===== src/common/memSystem_settings.svh =====
// Memory system sizes for cache geometry, memory depth and bus wait states
`ifndef MEMSYSTEM_SETTINGS_SVH
`define MEMSYSTEM_SETTINGS_SVH

// Instruction cache lines
`define IC_LINES        16

// Words in one cache line
`define IC_BLOCK_WORDS  4

// Bus memory depth in words
`define MEM_WORDS       1024

// Word address width for MEM_WORDS
`define MEM_ADDR_BITS   10

// Cycles between accepting a request and the ready pulse
`define MEM_WAIT        2

`endif

===== src/common/memSysPkg.sv =====
// Memory system package with bus types, transfer sizes and arbiter states
package memSysPkg;

  // Byte address
  typedef logic [31:0] addrT;

  // Data word
  typedef logic [31:0] wordT;

  // One enable per byte lane
  typedef logic [3:0] byteMaskT;

  // Transfer size as on an AHB bus
  typedef logic [2:0] hSizeT;

  // HSIZE codes
  localparam hSizeT sizeByte = 3'd0;
  localparam hSizeT sizeHalf = 3'd1;
  localparam hSizeT sizeWord = 3'd2;

  // Request from a bus master
  // Level held until ready, lanes select bytes of the word
  typedef struct packed {
    logic     req;
    logic     write;
    addrT     addr;
    hSizeT    size;
    byteMaskT lanes;
    wordT     wData;
  } busReqT;

  // Response from the memory
  // Ready is a single-cycle pulse
  typedef struct packed {
    logic ready;
    wordT rData;
  } busRspT;

  // Bus grant states
  typedef enum logic [1:0] {
    arbIdle,
    arbData,
    arbInstr
  } arbStateT;

endpackage


===== src/rtl/busArbiter.sv =====
// Bus arbiter granting the memory to the data port or the instruction cache
`timescale 1ns/1ps

module busArbiter (
  input  logic              clk,
  input  logic              reset,
  input  memSysPkg::busReqT icReq,
  input  memSysPkg::busReqT dpReq,
  output memSysPkg::busRspT icRsp,
  output memSysPkg::busRspT dpRsp,
  output memSysPkg::busReqT memReq,
  input  memSysPkg::busRspT memRsp
);

  memSysPkg::arbStateT state;
  memSysPkg::arbStateT nextState;

  always_ff @(posedge clk)
  begin
    if (reset)
      state <= memSysPkg::arbIdle;
    else
      state <= nextState;
  end

  // Grant selection
  always_comb
  begin
    nextState = state;
    case (state)
      memSysPkg::arbIdle:
      begin
        // Data side first
        if (dpReq.req)
          nextState = memSysPkg::arbData;
        else if (icReq.req)
          nextState = memSysPkg::arbInstr;
      end
      memSysPkg::arbData, memSysPkg::arbInstr:
      begin
        // Grant ends with the memory ready pulse
        if (memRsp.ready)
          nextState = memSysPkg::arbIdle;
      end
      default:
        nextState = memSysPkg::arbIdle;
    endcase
  end

  // Forward the granted request, nothing while idle
  always_comb
  begin
    case (state)
      memSysPkg::arbData:
        memReq = dpReq;
      memSysPkg::arbInstr:
        memReq = icReq;
      default:
        memReq = '0;
    endcase
  end

  // Read data goes to both sides, ready only to the granted one
  always_comb
  begin
    icRsp       = memRsp;
    dpRsp       = memRsp;
    icRsp.ready = memRsp.ready && (state == memSysPkg::arbInstr);
    dpRsp.ready = memRsp.ready && (state == memSysPkg::arbData);
  end

  oneReadyOnly: assert property (@(posedge clk) disable iff (reset)
    !(icRsp.ready && dpRsp.ready))
    else $error("busArbiter: ready routed to both sides");

  // Granted master keeps requesting until its ready
  grantHeld: assert property (@(posedge clk) disable iff (reset)
    (state == memSysPkg::arbData) |-> dpReq.req)
    else $error("busArbiter: data request dropped before ready");

endmodule


===== config.mk =====
export PLATFORM = sky130hd
export DESIGN_NAME = busArbiter
export DESIGN_NICKNAME = d
export VERILOG_FILES = /design/src/common/memSystem_settings.svh /design/src/common/memSysPkg.sv /design/src/rtl/busArbiter.sv
export SDC_FILE = /design/constraint.sdc
export NUM_CORES = 1
export LEC_CHECK = 0
export BUFFER_PORTS_ARGS = -buffer_cell sky130_fd_sc_hd__buf_2
export CORE_AREA = 2 2 124 126
export CTS_BUF_LIST = sky130_fd_sc_hd__clkbuf_4 sky130_fd_sc_hd__clkbuf_8
export DETAILED_ROUTE_END_ITERATION = 6
export DIE_AREA = 0 0 126 128
export SLEW_MARGIN = 30
export SYNTH_ARGS = -nofsm -noshare
export SYNTH_HDL_FRONTEND = slang
export SYNTH_SLANG_ARGS = --single-unit

===== constraint.sdc =====
create_clock -name clk -period 1 [get_ports clk]
set_input_delay 0.05 -clock clk [delete_from_list [all_inputs] [get_ports clk]]
set_output_delay 0.05 -clock clk [all_outputs]
set_load 0.03 [all_outputs]

==> key figures <==
Place
  • Port Buffers: roughly 220
  • Post-DP HPWL: about 6.6 mm
  • Placed Cells: between 500 and 600
  • Routability cong.: between 0.7 and 0.8

Floorplan
  • Initial core utilization: 0.120
  • Die width: between 100 and 150 um
  • Die ar.: about 16000 um^2
  • Core area: approximately 15000 um^2
  • I/O pin count: between 300 and 400
  • # rows: between 40 and 50
  • Die height: between 100 and 150 um

Global route
  • Initial antenna violation count: 0
  • Number of global-route vias before repair: about 2.4k
  • Global route overflow: 0
  • GRT Total Usage: 0.101
  • First-pass GRT wire length: 13.0 mm
  • Largest net degree at the start of global routing: 33

Logic synthesis
  • Synth Area in Adders: 0.0210
  • Compound-Gate Fraction of Synth Area: 0.323
  • EDFF count, synth: 0
  • Dominant cell type by area after synthesis: buf_4
  • Multiplexer share of the synthesized area: 0
  • Sequential area share after synthesis: 0.0224
  • Mapped Cells: 251
  • Post-Synth Simple-Gate Area: 0.277
  • Post-Syn Nets: around 440
  • Most numerous cell in the Yosys netlist: buf_4
  • Synth top cells by count: buf_4 (76), a22oi_1 (73), nor2b_1 (73)
  • FFs w/ async S/R, synth: 0
  • Ranking of synthesized cells by area: buf_4 (32%), a22oi_1 (31%), nor2b_1 (26%), buf_2 (3.1%), dfxtp_1 (2.2%)
  • Xor/xnor share of the synthesized area: 0
  • Synth top area share: 0.319
  • Syn avg cell area: a little over 7 um^2
  • Primary FF master, synth: dfxtp_1
  • Main combinational cell family by area after synthesis: buffers and inverters
  • Mapped Area: about 1800 um^2
  • Yosys warning count: 0
  • Yosys cell types: 16
  • FF+latch count, synth: 2

Detailed routing
  • DR vias: 2544
  • Vias per inst: ~4.2
  • Final ANT Viol Nets: 0
  • Router iterations before antenna repair: 4
  • Total detailed-routing wirelength: 10.0 mm
  • DRC errors left: 0
  • DRT iter0 DRCs: 30
  • DR WL/cell: between 15 and 20 um

Status
  • Status: finished, violations left
  • Violated checks: setup timing

Clocking
  • CTS tree: built
  • Clk Latency, worst-skew pair: between 200 and 250 ps
  • H-tree depth: 1
  • Root Driver: clkbuf_8
  • Clk pin slew, worst setup/hold paths: ~30 ps
  • Max clock buf depth: 2
  • Total CTS buffers: 3
  • CTS Sinks: 2
  • # hold bufs at CTS: 0

Timing
  • Period minus WS final: roughly 1600 ps
  • Period utilization: 1.60
  • Final Hold Viols: 0
  • Setup TNS: -42190 ps
  • Final worst slack: -601 ps
  • Slew headroom: 0.820
  • Setup violators final: slightly below 80
  • Max-slew violations: 0
  • WHS: around 11 ps
  • Setup Skew: around 0.7 ps
  • Worst Max-Slew Pin Slew: 270 ps
  • RSZ-0062 raised after global routing: yes
  • Maximum clock frequency: between 0.6 and 0.7 GHz

Cells and area
  • Layout Utilization: 0.304
  • # nets final: a little over 600
  • Share of layout cells above drive strength 1: 0.986
  • Reg with most FFs: state
  • Max FFs per register: 2
  • Ant. Diodes: 0
  • Area growth, synth to finish: 152%
  • Regs by FF count: state x2
  • Final Non-Filler Cells: 612

Critical path
  • CP peak stage delay: around 370 ps
  • Slowest CP cell: dfxtp_4
  • WP data required: around 950 ps
  • CP endpoint kind: primary output
  • Kind of critical path: register to primary output
  • Arrival @ worst endpoint: around 1600 ps
  • Startpoint Class: register
  • Max FO, Critical Path: 8
  • Critical path cell sequence: inv_4 > ha_4 > buf_12 > clkbuf_16 > a22oi_2 > nor2b_4 > buf_6

Power
  • Pwr/cell area: approximately 900 nW/um^2
  • Leakage power: 1.78 nW
  • Max rail drop VDD: 0.000324 V
  • Power Total: ~4.0 mW

Min path
  • Min-Delay Path Class: primary input to register

Flow run
  • Max cap viols: 0
[worst max-delay path, delay by kind of cell, from the launching register on]
| family | cells | cell delay, ps |
|---|---|---|
| AOI/OAI and AO/OA | 1 | 250 |
| adders and majority gates | 1 | 160 |
| buffers and inverters | 4 | 500 |
| DFF | 1 | 370 |
| and+or+nand+nor | 1 | 60 |
[logic make-up (layout without fill, tap and decap cells)]
family	Yosys count	count (layout)
AOI/OAI and AO/OA	77	77
adders and majority gates	3	3
buffers and inverters	90	263
and+or+nand+nor	79	79
DFF	2	2
[cell type report]
| cell class | count | area, um^2 |
|---|---|---|
| well taps | 188 | 235 |
| fillers | 1537 | 10300 |
| multi-input cells | 159 | 2070 |
| inverters | 2 | 12.5 |
| flip-flops and latches | 2 | 47.5 |
| clock buffers | 3 | 41.3 |
| repair buffers | 258 | 2110 |
[cells in the final DEF, fill, tap and decap left out, types with 2 or more instances in the layout]
cell type  Yosys  final
clkbuf_8       0      3
a22oi_2        0     72
buf_4         76     15
a21oi_2        1      2
buf_12         0      8
ha_4           0      3
clkbuf_16      0      5
or2b_1         2      2
buf_6          0     76
nor2b_4        0     73
dfxtp_4        0      2
buf_8          0      3
buf_2         11    148
inv_4          0      2
[through the flow]
step / setup WS, ps / cell area (um^2)
CTS: -620 / 4010
detailed placement: -465 / 3400
global placement: -460 / 3400
finish: -601 / 4510
floorplan: -239 / 2530
global route: -643 / 4510
[final timing paths]
check | depth (start not counted) | slack (ps) | end | from
max | 7 | -600 | memReq[34] | state[1]
min | 2 | 10 | state[0] | reset
max reg2reg | 7 | -380 | state[0] | state[1]
min reg2reg | 3 | 610 | state[0] | state[0]
[repair_timing]
action                                  CTS  global route
endpoints found under the hold margin     0             0
pin swaps                                 3            14
setup buffers                             4             6
endpoints found under the setup margin   77            77
resized for setup                       145            73
gates cloned                              2             7
[layer usage]
metal  share of wire  up-vias  wire [um]  GRT usage
met4           0.014        0        142     0.0278
met5               0        -          0          0
li1                -     1169          -          -
met3           0.086       22        860     0.0230
met1            0.36     1184       3590      0.114
met2            0.54      169       5410      0.190
[power by group]
group,switching (mW),internal [mW],total (mW)
clock network,0.0633,0.254,0.318
registers,0.0142,0.0904,0.105
logic,1.58,1.96,3.54
total,1.66,2.30,3.97
(Power assumes the default switching activity.)
