[src/common/memSystem_settings.svh]
// Memory system sizes for cache geometry, memory depth and bus wait states
`ifndef MEMSYSTEM_SETTINGS_SVH
`define MEMSYSTEM_SETTINGS_SVH

// Instruction cache lines
`define IC_LINES        16

// Words in one cache line
`define IC_BLOCK_WORDS  4

// Bus memory depth in words
`define MEM_WORDS       1024

// Word address width for MEM_WORDS
`define MEM_ADDR_BITS   10

// Cycles between accepting a request and the ready pulse
`define MEM_WAIT        2

`endif
[src/common/memSysPkg.sv]
// Memory system package with bus types, transfer sizes and arbiter states
package memSysPkg;

  // Byte address
  typedef logic [31:0] addrT;

  // Data word
  typedef logic [31:0] wordT;

  // One enable per byte lane
  typedef logic [3:0] byteMaskT;

  // Transfer size as on an AHB bus
  typedef logic [2:0] hSizeT;

  // HSIZE codes
  localparam hSizeT sizeByte = 3'd0;
  localparam hSizeT sizeHalf = 3'd1;
  localparam hSizeT sizeWord = 3'd2;

  // Request from a bus master
  // Level held until ready, lanes select bytes of the word
  typedef struct packed {
    logic     req;
    logic     write;
    addrT     addr;
    hSizeT    size;
    byteMaskT lanes;
    wordT     wData;
  } busReqT;

  // Response from the memory
  // Ready is a single-cycle pulse
  typedef struct packed {
    logic ready;
    wordT rData;
  } busRspT;

  // Bus grant states
  typedef enum logic [1:0] {
    arbIdle,
    arbData,
    arbInstr
  } arbStateT;

endpackage

[src/instrCache/instrCache.sv]
// Instruction cache with direct-mapped lines refilled over the shared bus
`timescale 1ns/1ps
`include "memSystem_settings.svh"

module instrCache (
  input  logic              clk,
  input  logic              reset,
  input  logic              enable,
  input  logic              invalidate,
  input  memSysPkg::addrT   pc,
  output memSysPkg::wordT   instr,
  output logic              iStall,
  output memSysPkg::busReqT busReq,
  input  memSysPkg::busRspT busRsp
);

  localparam int OffsetBits = $clog2(`IC_BLOCK_WORDS);
  localparam int IndexBits  = $clog2(`IC_LINES);
  localparam int TagBits    = 30 - OffsetBits - IndexBits;
  localparam int LastWord   = `IC_BLOCK_WORDS - 1;

  // Fetch address split into word offset, line index and tag
  logic [OffsetBits-1:0] offset;
  logic [IndexBits-1:0]  index;
  logic [TagBits-1:0]    tag;

  // Line state
  logic [`IC_LINES-1:0]  valid;
  logic [TagBits-1:0]    tagArr  [`IC_LINES];
  memSysPkg::wordT       dataArr [`IC_LINES][`IC_BLOCK_WORDS];

  logic                  hit;
  logic [OffsetBits-1:0] refillCnt;
  logic                  refillWord;
  logic                  lastWord;

  assign offset = pc[2 +: OffsetBits];
  assign index  = pc[2 + OffsetBits +: IndexBits];
  assign tag    = pc[31 -: TagBits];

  assign hit = valid[index] && (tagArr[index] == tag);

  // A refill word lands on each ready during a miss
  assign refillWord = enable && !hit && busRsp.ready;
  assign lastWord   = (refillCnt == LastWord[OffsetBits-1:0]);

  // Valid bits and refill position
  always_ff @(posedge clk)
  begin
    if (reset)
    begin
      valid     <= '0;
      refillCnt <= '0;
    end
    else if (invalidate)
    begin
      // Flash clear, any refill starts over
      valid     <= '0;
      refillCnt <= '0;
    end
    else if (!enable)
    begin
      refillCnt <= '0;
    end
    else if (refillWord)
    begin
      // Line stays invalid until its last word is in
      valid[index] <= lastWord;
      // Wraps back to zero after the last word
      refillCnt    <= refillCnt + 1'b1;
    end
  end

  // Tag and data arrays
  always_ff @(posedge clk)
  begin
    if (refillWord)
    begin
      dataArr[index][refillCnt] <= busRsp.rData;
      tagArr[index]             <= tag;
    end
  end

  // Bus request
  always_comb
  begin
    busReq       = '0;
    busReq.size  = memSysPkg::sizeWord;
    busReq.lanes = 4'b1111;
    if (enable)
    begin
      // Line walk, lowest word first
      busReq.req  = !hit;
      busReq.addr = {pc[31:2 + OffsetBits], refillCnt, 2'b00};
    end
    else
    begin
      // Bypass fetches one word per transfer
      busReq.req  = 1'b1;
      busReq.addr = {pc[31:2], 2'b00};
    end
  end

  // Hit data or bypassed bus word
  assign instr  = enable ? dataArr[index][offset] : busRsp.rData;
  assign iStall = enable ? !hit : !busRsp.ready;

  // Refill counter only advances in enabled cycles
  refillNeedsEnable: assert property (@(posedge clk) disable iff (reset)
    ($changed(refillCnt) && (refillCnt != '0)) |-> $past(enable))
    else $error("instrCache: refill counter advanced while disabled");

endmodule

[config.mk]
export PLATFORM = sky130hd
export DESIGN_NAME = instrCache
export DESIGN_NICKNAME = d
export VERILOG_FILES = /design/src/common/memSysPkg.sv /design/src/instrCache/instrCache.sv
export VERILOG_INCLUDE_DIRS = /design/src /design/src/common
export SDC_FILE = /design/constraint.sdc
export NUM_CORES = 2
export LEC_CHECK = 0
export BUFFER_PORTS_ARGS = -buffer_cell sky130_fd_sc_hd__buf_2
export CORE_UTILIZATION = 25
export DETAILED_ROUTE_END_ITERATION = 8
export GPL_TIMING_DRIVEN = 1
export PLACE_DENSITY = 0.37
export SLEW_MARGIN = 20
export SYNTH_ARGS = -nofsm -noshare
export SYNTH_HDL_FRONTEND = slang
export SYNTH_SLANG_ARGS = --single-unit
export TNS_END_PERCENT = 50
[constraint.sdc]
create_clock -name clk -period 12.2 [get_ports clk]
set_clock_uncertainty 0.1 [all_clocks]
set_input_delay 1.22 -clock clk [delete_from_list [all_inputs] [get_ports clk]]
set_output_delay 1.22 -clock clk [all_outputs]
set_load 0.005 [all_outputs]
==> impl_results.md <==
* Status: finished, final reports clean
* Post-CTS setup buffers at 0
* Synth Instances at 3971
* HP Start: valid[11]
* Vias/cell at about 4.5
* Num rows at between 200 and 250
* Dpl hpwl at 153 mm
* H-tree depth at 5
* Synthesized area per cell at 23.9 um^2
* Ys async rst share at 0%
* Pre-antenna DRT Iters at 5
* Slew Limit Fails at 0
* I/O Buffers at 130
* FF-to-FF End: dataArr[12][88]
* Setup WS post-layout at about 4.7 ns
* Vias after detailed routing at around 43000
* Top-count cell post-synth: edfxtp_1
* Combinational share of power at under 10%
* Clk sinks at roughly 2500
* Pwr dens at roughly 160 mW/mm^2
* Initial antenna violation count at between 40 and 50
* Clock slew at reported path FFs at 0.05 ns
* Starting Density at 25.1%
* Die X at 619 um
* First-pass GRT wire length at between 300 and 400 mm
* Ys flop type: edfxtp_1
* Ys Warns at 0
* Vias in the first global route at between 40000 and 50000
* Slew @ Worst Pin at ~1.1 ns
* TritonCTS buffer count at around 280
* Number of enable flip-flop cells after synthesis at between 2000 and 2500
* Crit Path Max Fanout at 87
* Gpl congestion at 0.696
* HP Class: flop to flop
* Slew Limit Headroom at between 20 and 25%
* NumNets Final at between 4000 and 5000
* Leakage power at ~0.034 uW
* Tmin final at 7.54 ns
* Largest cells by area after synthesis: edfxtp_1 (77%), mux4_2 (17%), mux2i_1 (0.82%), mux2_2 (0.72%), buf_4 (0.64%)
* Drt wl/cell at about 30 um
* Synth area leader: edfxtp_1
* Synth cell types at just over 60
* Post-CTS resize count at 0
* Post-Route Utilization at 29.4%
* WS Path Type: input pin to output port
* Sw Share at 22.0%
* Die H at 619 um
* Worst skew pair latency at around 0.89 ns
* Commonest cells post-synth: edfxtp_1 (2432), mux4_2 (736), buf_2 (82), buf_4 (81), mux2i_1 (78)
* Layout fillers at roughly 37000
* Critical Path Start: pc[4]
* CP Capture Type: output port
* Layout cells sized above 1 at between 30% and 40%
* Grt ovf at 0
* Placement Setup Slack at 4.34 ns
* Final setup TNS at 0 ns
* CP Data Required Time at about 11 ns
* Non-filler cells, final at roughly 9500
* Share of the synthesized area in the top cell type at about three quarters
* Core area at 0.379 mm^2
* Final setup fails at 0
* Sw Pwr at ~4000 uW
* FMAX at 0.133 GHz
* CP startpoint kind: input pin
* Number of DRC markers in iteration 0 at about 3500
* Clock power share at 44.1%
* CP endpoint: instr[15]
* Clock Tree Buf Depth at 4
* Placed Cells at approximately 9000
* CTS root buf: clkbuf_16
* Final Hold Fails at 0
* Register share of total power at between 50% and 60%
* Hold buffers post-CTS at 0
* Origin of the critical flop-to-flop path: tagArr[4][1]
* Post-synthesis register bit count at 2450
* Power Internal at 14300 uW
* Register area share after synthesis at between 70 and 80%
* Synth Cell Area at between 0.09 and 0.1 mm^2
* VDD IR-drop max at 0.101 mV
* CP arrival at slightly above 6 ns
* RSZ-0062 raised after global routing: false
* R2r worst-path depth at 10
* DRC at 0
* Max_cap viols at 0
* Final period util at between 60 and 70%
* CTS tree: built
* Number of top-level pins at 175
* Die area at 0.383 mm^2
* Tot GR Track Use at approximately 15%
* Antenna Nets Post-Route at 0
* R2r setup slk at approximately 6.9 ns
* Largest net degree at the start of global routing at roughly 120
* Post-Route WL at 280 mm
* P&R area growth vs syn at 16.9%
[logic make-up (layout without fill, tap and decap cells)]
family                   Yosys count  in the layout  share of synthesized area (%)
AO/OA/AOI/OAI                    126            126                          0.944
XOR/XNOR                          20             20                          0.184
adder cells (fa/ha/maj)            4              4                         0.0526
buffers and inverters            304            807                           1.72
flip-flops                      2450           2450                           77.2
multiplexers                     876            876                           19.0
other                              2             54                        0.00790
AND/OR/NAND/NOR                  189            189                          0.903
[power groups by stage]
stage / Combinational [uW] / Sequential [uW] / Clock, uW
finish: 930 / 9290 / 8060
global route: 999 / 9290 / 8630
CTS: 958 / 9290 / 8330
detailed placement: 956 / 9470 / 0
global placement: 949 / 9460 / 0
floorplan: 505 / 9470 / 0
[worst min-delay path by stage]
stage,to,cells past startpoint
global route,valid[11],2
detailed placement,valid[7],2
floorplan,valid[11],2
finish,valid[11],2
CTS,valid[7],2
global placement,valid[11],2
[state kept, by name (all words and copies together), names as in the netlist]
signal     cells
dataArr     2048
tagArr       384
valid         16
refillCnt      2
[worst max-delay path, stage by stage]
cell	delay [ns]
buf_8	0.43
buf_12	0.54
buf_12	0.68
buf_4	0.78
mux4_2	0.60
mux4_2	0.52
mux4_2	0.61
mux2_2	0.37
buf_2	0.15
[metrics by stage]
step                hold slack, ns  instance area (um^2)  total power [uW]
finish                       0.368                111000             18300
global route                 0.394                111000             18900
CTS                          0.374                111000             18600
detailed placement           0.360                102000             10400
global placement             0.358                102000             10400
floorplan                    0.332                 95200              9970
[metal layers]
metal  vias to the layer above  GRT usage [%]  wire length, um
li1                      17700              -                -
met1                     24100           20.2           125000
met5                         -              0               29
met2                      1083           23.9           135000
met4                         6           3.16             5520
met3                       369           2.31            14600
[layout make-up]
type                    instances  area (um^2)  share of cell area, %
well taps                    5016         6280                   5.65
multi-input cells            1257        20700                   18.7
repair buffers                288         1990                   1.79
flip-flops and latches       2450        73400                   66.0
clock inverters               123         1060                  0.951
clock buffers                 372         7540                   6.79
inverters                      24         97.6                 0.0878
diodes                         12         30.0                 0.0270
[layout by cell type, fill, tap and decap left out, types with 13 or more instances in the layout]
cell type	instances
edfxtp_1	2432
mux4_2	736
clkbuf_16	288
buf_4	154
buf_2	123
clkbuf_1	82
mux2i_1	78
nor2_4	64
mux2_2	61
clkinv_1	55
nand2_1	54
conb_1	42
clkinv_2	28
a22oi_1	19
o22ai_1	18
dfxtp_1	18
a21oi_1	16
inv_1	15
bufinv_16	13
(Power assumes the default switching activity.)
