File: config.mk
export PLATFORM = sky130hd
export DESIGN_NAME = dataPort
export DESIGN_NICKNAME = d
export VERILOG_FILES = /design/src/common/memSystem_settings.svh /design/src/common/memSysPkg.sv /design/src/rtl/dataPort.sv
export SDC_FILE = /design/constraint.sdc
export NUM_CORES = 1
export LEC_CHECK = 0
export BUFFER_PORTS_ARGS = -buffer_cell sky130_fd_sc_hd__buf_2
export CAP_MARGIN = 20
export CORE_MARGIN = 2
export CORE_UTILIZATION = 25
export DETAILED_ROUTE_END_ITERATION = 7
export GPL_TIMING_DRIVEN = 0
export PLACE_DENSITY_LB_ADDON = 0.2
export REMOVE_ABC_BUFFERS = 1
export SLEW_MARGIN = 25
export SYNTH_ARGS = -nofsm -noshare
export SYNTH_HDL_FRONTEND = slang
export SYNTH_SLANG_ARGS = --single-unit
File: constraint.sdc
create_clock -name vclk -period 4.8
set_input_delay 0 -clock vclk [all_inputs]
set_output_delay 0 -clock vclk [all_outputs]
set_load 0.02 [all_outputs]
File: src/common/memSystem_settings.svh
// Memory system sizes for cache geometry, memory depth and bus wait states
`ifndef MEMSYSTEM_SETTINGS_SVH
`define MEMSYSTEM_SETTINGS_SVH

// Instruction cache lines
`define IC_LINES        16

// Words in one cache line
`define IC_BLOCK_WORDS  4

// Bus memory depth in words
`define MEM_WORDS       1024

// Word address width for MEM_WORDS
`define MEM_ADDR_BITS   10

// Cycles between accepting a request and the ready pulse
`define MEM_WAIT        2

`endif
File: src/common/memSysPkg.sv
// Memory system package with bus types, transfer sizes and arbiter states
package memSysPkg;

  // Byte address
  typedef logic [31:0] addrT;

  // Data word
  typedef logic [31:0] wordT;

  // One enable per byte lane
  typedef logic [3:0] byteMaskT;

  // Transfer size as on an AHB bus
  typedef logic [2:0] hSizeT;

  // HSIZE codes
  localparam hSizeT sizeByte = 3'd0;
  localparam hSizeT sizeHalf = 3'd1;
  localparam hSizeT sizeWord = 3'd2;

  // Request from a bus master
  // Level held until ready, lanes select bytes of the word
  typedef struct packed {
    logic     req;
    logic     write;
    addrT     addr;
    hSizeT    size;
    byteMaskT lanes;
    wordT     wData;
  } busReqT;

  // Response from the memory
  // Ready is a single-cycle pulse
  typedef struct packed {
    logic ready;
    wordT rData;
  } busRspT;

  // Bus grant states
  typedef enum logic [1:0] {
    arbIdle,
    arbData,
    arbInstr
  } arbStateT;

endpackage

File: src/rtl/dataPort.sv
// Data port for uncached loads and stores with byte-lane bus transfers
`timescale 1ns/1ps

module dataPort (
  input  logic                clk,
  input  logic                reset,
  input  memSysPkg::addrT     addr,
  input  memSysPkg::wordT     writeData,
  input  logic                memRead,
  input  logic                memWrite,
  input  memSysPkg::byteMaskT byteMask,
  output memSysPkg::wordT     readData,
  output logic                dStall,
  output memSysPkg::busReqT   busReq,
  input  memSysPkg::busRspT   busRsp
);

  logic             access;
  logic             pending;
  logic [1:0]       lowLane;
  logic [1:0]       laneSel;
  logic [4:0]       shiftBits;
  memSysPkg::hSizeT size;
  memSysPkg::wordT  laneBits;

  assign access = memRead || memWrite;

  // Lowest enabled lane
  always_comb
  begin
    if (byteMask[0])
      lowLane = 2'd0;
    else if (byteMask[1])
      lowLane = 2'd1;
    else if (byteMask[2])
      lowLane = 2'd2;
    else if (byteMask[3])
      lowLane = 2'd3;
    else
      lowLane = 2'd0;
  end

  // Size from lane count
  always_comb
  begin
    case ($countones(byteMask))
      1:
        size = memSysPkg::sizeByte;
      2:
        size = memSysPkg::sizeHalf;
      default:
        size = memSysPkg::sizeWord;
    endcase
  end

  // Word transfers stay aligned to lane 0
  assign laneSel   = (size == memSysPkg::sizeWord) ? 2'd0 : lowLane;
  assign shiftBits = {laneSel, 3'b000};
  assign laneBits  = {{8{byteMask[3]}}, {8{byteMask[2]}}, {8{byteMask[1]}}, {8{byteMask[0]}}};

  // Core data sits at bit 0, bus data sits in its lanes
  always_comb
  begin
    busReq       = '0;
    busReq.req   = access;
    busReq.write = memWrite;
    busReq.addr  = {addr[31:2], laneSel};
    busReq.size  = size;
    busReq.lanes = byteMask;
    busReq.wData = writeData << shiftBits;
  end

  // Selected lanes, zero-extended
  assign readData = (busRsp.rData & laneBits) >> shiftBits;
  assign dStall   = access && !busRsp.ready;

  // Stalled last cycle
  always_ff @(posedge clk)
  begin
    if (reset)
      pending <= 1'b0;
    else
      pending <= dStall;
  end

  noReadWrite: assert property (@(posedge clk) disable iff (reset)
    !(memRead && memWrite))
    else $error("dataPort: read and write requested together");

  // Core holds its access while stalled
  coreHolds: assert property (@(posedge clk) disable iff (reset)
    pending |-> access && $stable(addr) && $stable(byteMask)
                && (!memWrite || $stable(writeData)))
    else $error("dataPort: access changed during stall");

endmodule

==> results of run 1 <==
==> worst max-delay path, stage by stage <==
cell and delay, ns:
buf_4 0.47, inv_1 0.43, fa_1 0.62, inv_1 0.04, ha_1 0.18, ha_1 0.36, xor2_2 0.61, nand2b_1 0.39
o41ai_1 0.53, buf_2 0.25
==> through the flow <==
stage,hold slack (ns),std cells,total power [uW]
4_1_cts,0.000161,451,494
2_1_floorplan,0,206,294
3_3_place_gp,0.000161,451,486
6_report,0.000146,451,491
3_5_place_dp,0.000161,451,492
5_1_grt,0.000134,451,533
==> cell usage after synthesis, types with 7 or more instances <==
library cell,instances
buf_4,39
nand2_1,25
and2_1,21
nor2_1,17
clkbuf_1,16
o211ai_1,15
a32o_1,13
nand4_1,10
o41ai_1,9
a22oi_1,8
inv_1,8
o2bb2ai_1,8
nand3_1,7
==> routing by layer <==
layer	GRT usage, %	vias to the layer above	share of wire [%]
li1	-	1139	-
met3	7.31	0	11
met4	1.22	0	0
met5	6.49	-	0
met1	28.6	1150	49
met2	24.7	146	40
==> area by class of cell <==
class / count / area [sq um]
Tap cell: 99 / 124
Inverter: 8 / 30.0
Fill cell: 831 / 4900
Timing Repair Buffer: 146 / 733
Multi-Input combinational cell: 198 / 1390
==> final timing paths <==
check                 depth (start not counted)          end         from  slack (ns)
worst min-delay path                          0   busReq[49]     addr[10]      0.0001
worst max-delay path                         10  readData[1]  byteMask[1]        0.88
==> cell families (layout without fill, tap and decap cells) <==
logic type / count (synthesis) / in the layout / share of synthesized area (%)
AOI/OAI and AO/OA: 80 / 80 / 37.0
xor gates and xnor gates: 2 / 2 / 1.37
adders and majority gates: 3 / 3 / 2.46
and+or+nand+nor: 106 / 106 / 30.9
buffers and inverters: 74 / 154 / 24.8
muxes: 6 / 6 / 3.28
other: 1 / 1 / 0.205
==> report_power, final <==
part           leakage (uW)  internal [uW]  switching (uW)
clock                     0              0               0
combinational       0.00113            165             326
sequential                0              0               0
total               0.00113            165             326
==> flow_summary.ini, run 1 <==
[critical_path]
cp.arrival_ns = 3.92
endpoint_kind = output port
path_max_fanout = 66
start_kind = input port
worstPathRequired_ns = 4.80
crit_type = input port to output port

[power_and_ir_drop]
leakage_uw = 0.00113
power_density_nw_per_um2 = 216
peakVddDrop_mv = 0.0916

[synth]
yosysWarnings = 0
yosys.area.top_type = buf_4
syn_inst = 272
syn_area_sq_um = 1830
synth.distinct_cells = 41
yosysTopAreaCellShare_pct = 16.0
yosysSeqAreaShare_pct = 0
netlist_top_cells_area = buf_4 (16%), and2_1 (7.2%), a32o_1 (7.1%)
avgSynthCellArea_sq_um = 6.73

[route]
avgRoutedWirePerCell_um = 18.6
drtIter0Drc = 83
viasPerCell = 5.40
vias = 2435
routed_wl_um = 8410
drcViolationCount = 0
ant_nets = 0
first_pass_iters = 6

[finish]
seqCellArea_sq_um = 0
final_util_pct = 31.7
clock_buffers = 0
finalNetCount = 462
layout-drive-gt1-share_pct = 42.9
design_area_sq_um = 2280
most-common-layout-cells = buf_2 (145), nand2_1 (25), and2_1 (21), nor2_1 (17), o211ai_1 (15)
antenna_cells = 0
areaGrowthSynthToFinish_pct = 24.3
flops_and_latches = 0
final_common_cell = buf_2

[placement]
placed_cell_area_sq_um = 2270
dp_hpwl_um = 6140
gp_congestion = 0.680
port_buffers = 146
place_ws_ns = 0.378

[status]
run_status = finished clean

[global_route]
grt_pass1_vias = 2108
overflow = 0
grt_max_degree = 67
track_usage_pct = 18.7
antenna_found_initial = 0
grt_pass1_wl_um = 11600

[timing]
slew_violations = 0
maxSlewHeadroom_pct = 35.0
max_freq_mhz = 255
hold_viol = 0
setup_ws_ns = 0.880
final.min_clock_period_ns = 3.92
finalSetupTns_ns = 0
setup-violations-final = 0
worst_slew_pin_slew_ns = 0.969
grt_setup_unrepaired = no
fin_crit_sh_pct = 81.7

[floorplanning]
rows = 31
ios = 211
start_util_pct = 25.5
die_h_um = 89.6
dieArea_sq_um = 8030
die_w_um = 89.6
core_area_sq_um = 7180

[clock_network]
post_cts_buffers = 0
post_cts_resized = 0
hold_buffers = 0

[flow_run]
drv_cap = 0

[min_path]
hp-class = input port to output port
(Power assumes the default switching activity.)
==> inputs of run 2 (changes only) <==
clock period = 3.3 ns   (was 4.8 ns; I/O delays follow)
==> run 2 against run 1 <==
Critical path depth is the same. Wire length up 2.6%. Sequential share of layout area unchanged. Worst setup slack worse by 0.70 ns. Clock-buffer cell count unchanged. Via count grew 0.66%. Global-route usage grew 0.70 points. Combinational power up 55%. Hold slack about the same.
==> flow_summary.ini, run 2 (synthesis results as in run 1) <==
[route]
wl_met2_um = 3380
drcViolationCount = 0
wl_met3_um = 999
vias = 2451
viasPerCell = 5.38
m1WireLength_um = 4220
ant_nets = 0
routed_wl_um = 8630
first_pass_iters = 4
routed.top_layer = met4
avgRoutedWirePerCell_um = 18.9
drtIter0Drc = 94

[timing]
maxSlewHeadroom_pct = 37.9
final.min_clock_period_ns = 3.12
worst_slew_pin_slew_ns = 0.930
fin_crit_sh_pct = 94.4
max_freq_mhz = 321
finalSetupTns_ns = 0
setup-violations-final = 0
slew_violations = 0
hold_viol = 0
whs_ns = 0.000146
grt_setup_unrepaired = no

[floorplanning]
start_util_pct = 25.5
ios = 211
die_h_um = 89.6
die_w_um = 89.6
dieArea_sq_um = 8030
rows = 31
core_area_sq_um = 7180

[finish]
seqCellArea_sq_um = 0
most-common-layout-cells = buf_2 (145), nand2_1 (25), and2_1 (21), nor2_1 (16), o211ai_1 (15)
flops_and_latches = 0
finalNetCount = 467
clock_buffers = 0
antenna_cells = 0
fin_cells = 456
layout-drive-gt1-share_pct = 44.3
final_common_cell = buf_2
areaGrowthSynthToFinish_pct = 28.6

[power_and_ir_drop]
p_int_uw = 268
swShare_pct = 64.8
p_clk_share_pct = 0
power_density_nw_per_um2 = 323
leakage_uw = 0.00115
seqPwrFrac_pct = 0
combPwrFrac_pct = 100.0
peakVddDrop_mv = 0.109
p_switching_uw = 493

[status]
run_status = finished clean

[critical_path]
crit_path_max_incr_delay_ns = 0.65
worstPathRequired_ns = 3.30
crit_path_top_delay_cell = or3_4
crit_path_cell_trace = buf_8, clkinvlp_4, fa_1, inv_1, ha_1, ha_1, or2_1, or3_4, a32o_1, buf_2
path_common_cell = ha_1
path_max_fanout = 66
endpoint_kind = output port
cp.arrival_ns = 3.12
start_kind = input port
worstSetupStartpoint = byteMask[1]
crit_type = input port to output port

[global_route]
grt_pass1_wl_um = 11900
overflow = 0
grt_pass1_vias = 2159
antenna_found_initial = 0
track_usage_pct = 19.4
grt_max_degree = 67

[flow_run]
drv_cap = 0

[placement]
port_buffers = 146
dp.cells = 451
dp_hpwl_um = 6140
gp_congestion = 0.680

[min_path]
min_from = addr[10]
hp-class = input port to output port

[clock_network]
hold_buffers = 0
==> run 2: power groups by stage <==
stage | clock network [uW] | registers (uW) | logic, uW
global route | 0 | 0 | 825
finish | 0 | 0 | 762
detailed placement | 0 | 0 | 716
global placement | 0 | 0 | 707
floorplan | 0 | 0 | 428
CTS | 0 | 0 | 745
==> run 2: worst max-delay path, delay by kind of cell <==
kind                     cells  cell delay, ns
AND/OR/NAND/NOR              2            1.20
AO/OA/AOI/OAI                1            0.26
buffers and inverters        4            0.69
adder cells (fa/ha/maj)      3            0.94
==> run 2: path summary, 6_finish.rpt <==
kind	endpoint	slack, ns	cells past startpoint
worst max-delay path	busReq[15]	0.18	10
worst min-delay path	busReq[49]	0.0001	0
==> run 2: area by class of cell <==
class | instances | area [sq um]
Timing Repair Buffer | 150 | 771
Fill cell | 825 | 4820
Multi-Input combinational cell | 199 | 1430
Tap cell | 99 | 124
Inverter | 8 | 33.8
==> run 2: layer usage <==
layer,vias to the layer above,global-route usage (%)
li1,1160,-
met1,1140,28.9
met3,4,7.77
met5,-,6.49
met2,147,26.1
met4,0,1.90
==> run 2: stage by stage <==
| stage | setup WS [ns] | area (sq um) | power [uW] | utilization, % |
|---|---|---|---|---|
| after floorplan | 0.214 | 1410 | 428 | - |
| after global placement | -1.53 | 2260 | 707 | 31.5 |
| after detailed placement | -1.12 | 2270 | 716 | 31.7 |
| after CTS | 0.0353 | 2330 | 745 | 32.4 |
| after global routing | 0.00671 | 2350 | 825 | 32.8 |
| final | 0.183 | 2350 | 762 | 32.8 |
==> run 2: repair_timing <==
| action | in CTS | in global routing |
|---|---|---|
| resized for setup | 7 | 1 |
| gates cloned | 1 | 0 |
| setup buffers | 1 | 3 |
| pin swaps | 2 | 2 |
| setup endpoints to repair | 67 | 13 |
==> inputs of run 3 (changes only) <==
CORE_ASPECT_RATIO = 1.5   (was default)
PLACE_DENSITY = 0.65   (was default)
PLACE_DENSITY_LB_ADDON = default   (was 0.2)
==> run 3 against run 2 <==
Fmax about the same. Highest routed layer unchanged. Utilization grew 0.99 points. Largest power group unchanged. Via count up 2.2%. Design area up 3.1%. Die area grew 0.17%.
==> flow_summary.ini, run 3 (synthesis results as in run 1) <==
[timing]
final.min_clock_period_ns = 3.12
max_freq_mhz = 321
maxSlewHeadroom_pct = 38.9
worst_slew_pin_slew_ns = 0.915
whs_ns = 0.000164
fin_crit_sh_pct = 94.4
hold_viol = 0
slew_violations = 0
setup-violations-final = 0
finalSetupTns_ns = 0
grt_setup_unrepaired = no

[global_route]
track_usage_pct = 18.5
overflow = 0
grt_max_degree = 67
grt_pass1_vias = 2335
antenna_found_initial = 0
grt_pass1_wl_um = 11600

[floorplanning]
dieArea_sq_um = 8040
die_h_um = 109
ios = 211
die_w_um = 73.9
core_area_sq_um = 7180
rows = 38
start_util_pct = 25.5

[finish]
antenna_cells = 0
final_util_pct = 33.8
most-common-layout-cells = buf_2 (145), nand2_1 (24), and2_1 (21), nor2_1 (16), o211ai_1 (15)
layout-drive-gt1-share_pct = 45.9
seqCellArea_sq_um = 0
finalNetCount = 474
areaGrowthSynthToFinish_pct = 32.5
clock_buffers = 0
final_common_cell = buf_2
design_area_sq_um = 2430
flops_and_latches = 0

[route]
avgRoutedWirePerCell_um = 17.7
drcViolationCount = 0
vias = 2504
m1WireLength_um = 3470
routed_wl_um = 8220
viasPerCell = 5.40
drtIter0Drc = 98
routed.top_layer = met4
wl_met3_um = 991
ant_nets = 0
first_pass_iters = 5
wl_met2_um = 3630

[placement]
placed_cell_area_sq_um = 2270
gp_congestion = 0.735
dp_hpwl_um = 5780
port_buffers = 146

[critical_path]
crit_path_max_incr_delay_ns = 0.59
critical_path_buf_inv_count = 4
worstPathRequired_ns = 3.30
cp.depth = 10
endpoint_kind = output port
crit_type = input port to output port
crit_path_cell_trace = clkbuf_8, clkinvlp_4, fa_1, inv_1, ha_1, ha_1, or2_2, or3_4, a32o_1, buf_2
worstSetupStartpoint = byteMask[1]
cp_top_family = simple AND/OR/NAND/NOR gates
start_kind = input port
cp.arrival_ns = 3.12
crit_path_top_delay_cell = or3_4
path_max_fanout = 66
path_common_cell = ha_1

[clock_network]
hold_buffers = 0

[min_path]
min_path_cells = 0
min_from = addr[15]
hp-class = input port to output port

[flow_run]
drv_cap = 0

[power_and_ir_drop]
swShare_pct = 61.2
combPwrFrac_pct = 100.0
peakVddDrop_mv = 0.145
leakage_uw = 0.00119
seqPwrFrac_pct = 0
p_switching_uw = 503
p_clk_share_pct = 0
power_density_nw_per_um2 = 339
p_int_uw = 319

[status]
run_status = finished clean
==> run 3: path summary, 6_finish.rpt <==
path / end / slack (ns)
setup / recovery: busReq[31] / 0.18
hold / removal: busReq[54] / 0.0002
==> run 3: what timing repair did <==
action | in CTS | in global routing
gates cloned | 1 | 0
gates resized for setup | 10 | 3
pin swaps | 2 | 2
setup endpoints to repair | 67 | 53
setup buffers | 1 | 10
==> run 3: stage by stage <==
stage                     power, uW  std cells  worst slack, ns
after floorplan                 428        206            0.214
after global placement          699        452            -1.42
after detailed placement        708        452            -1.51
after CTS                       745        454           0.0317
after global routing            882        464          0.00940
final                           822        464            0.184
==> run 3: power groups by stage <==
stage | clock [uW] | combinational, uW | sequential (uW)
floorplan | 0 | 428 | 0
global placement | 0 | 699 | 0
detailed placement | 0 | 708 | 0
CTS | 0 | 745 | 0
global route | 0 | 882 | 0
finish | 0 | 822 | 0
==> run 3: metal layers <==
metal,GRT usage [%],vias to the layer above
li1,-,1172
met1,23.2,1132
met2,29.7,190
met3,7.58,10
met4,2.99,0
met5,3.47,-
==> run 3: area by class of cell <==
class              count  area [sq um]
fillers              764          4750
multi-input cells    199          1430
repair buffers       157           835
well taps            100           125
inverters              8          33.8
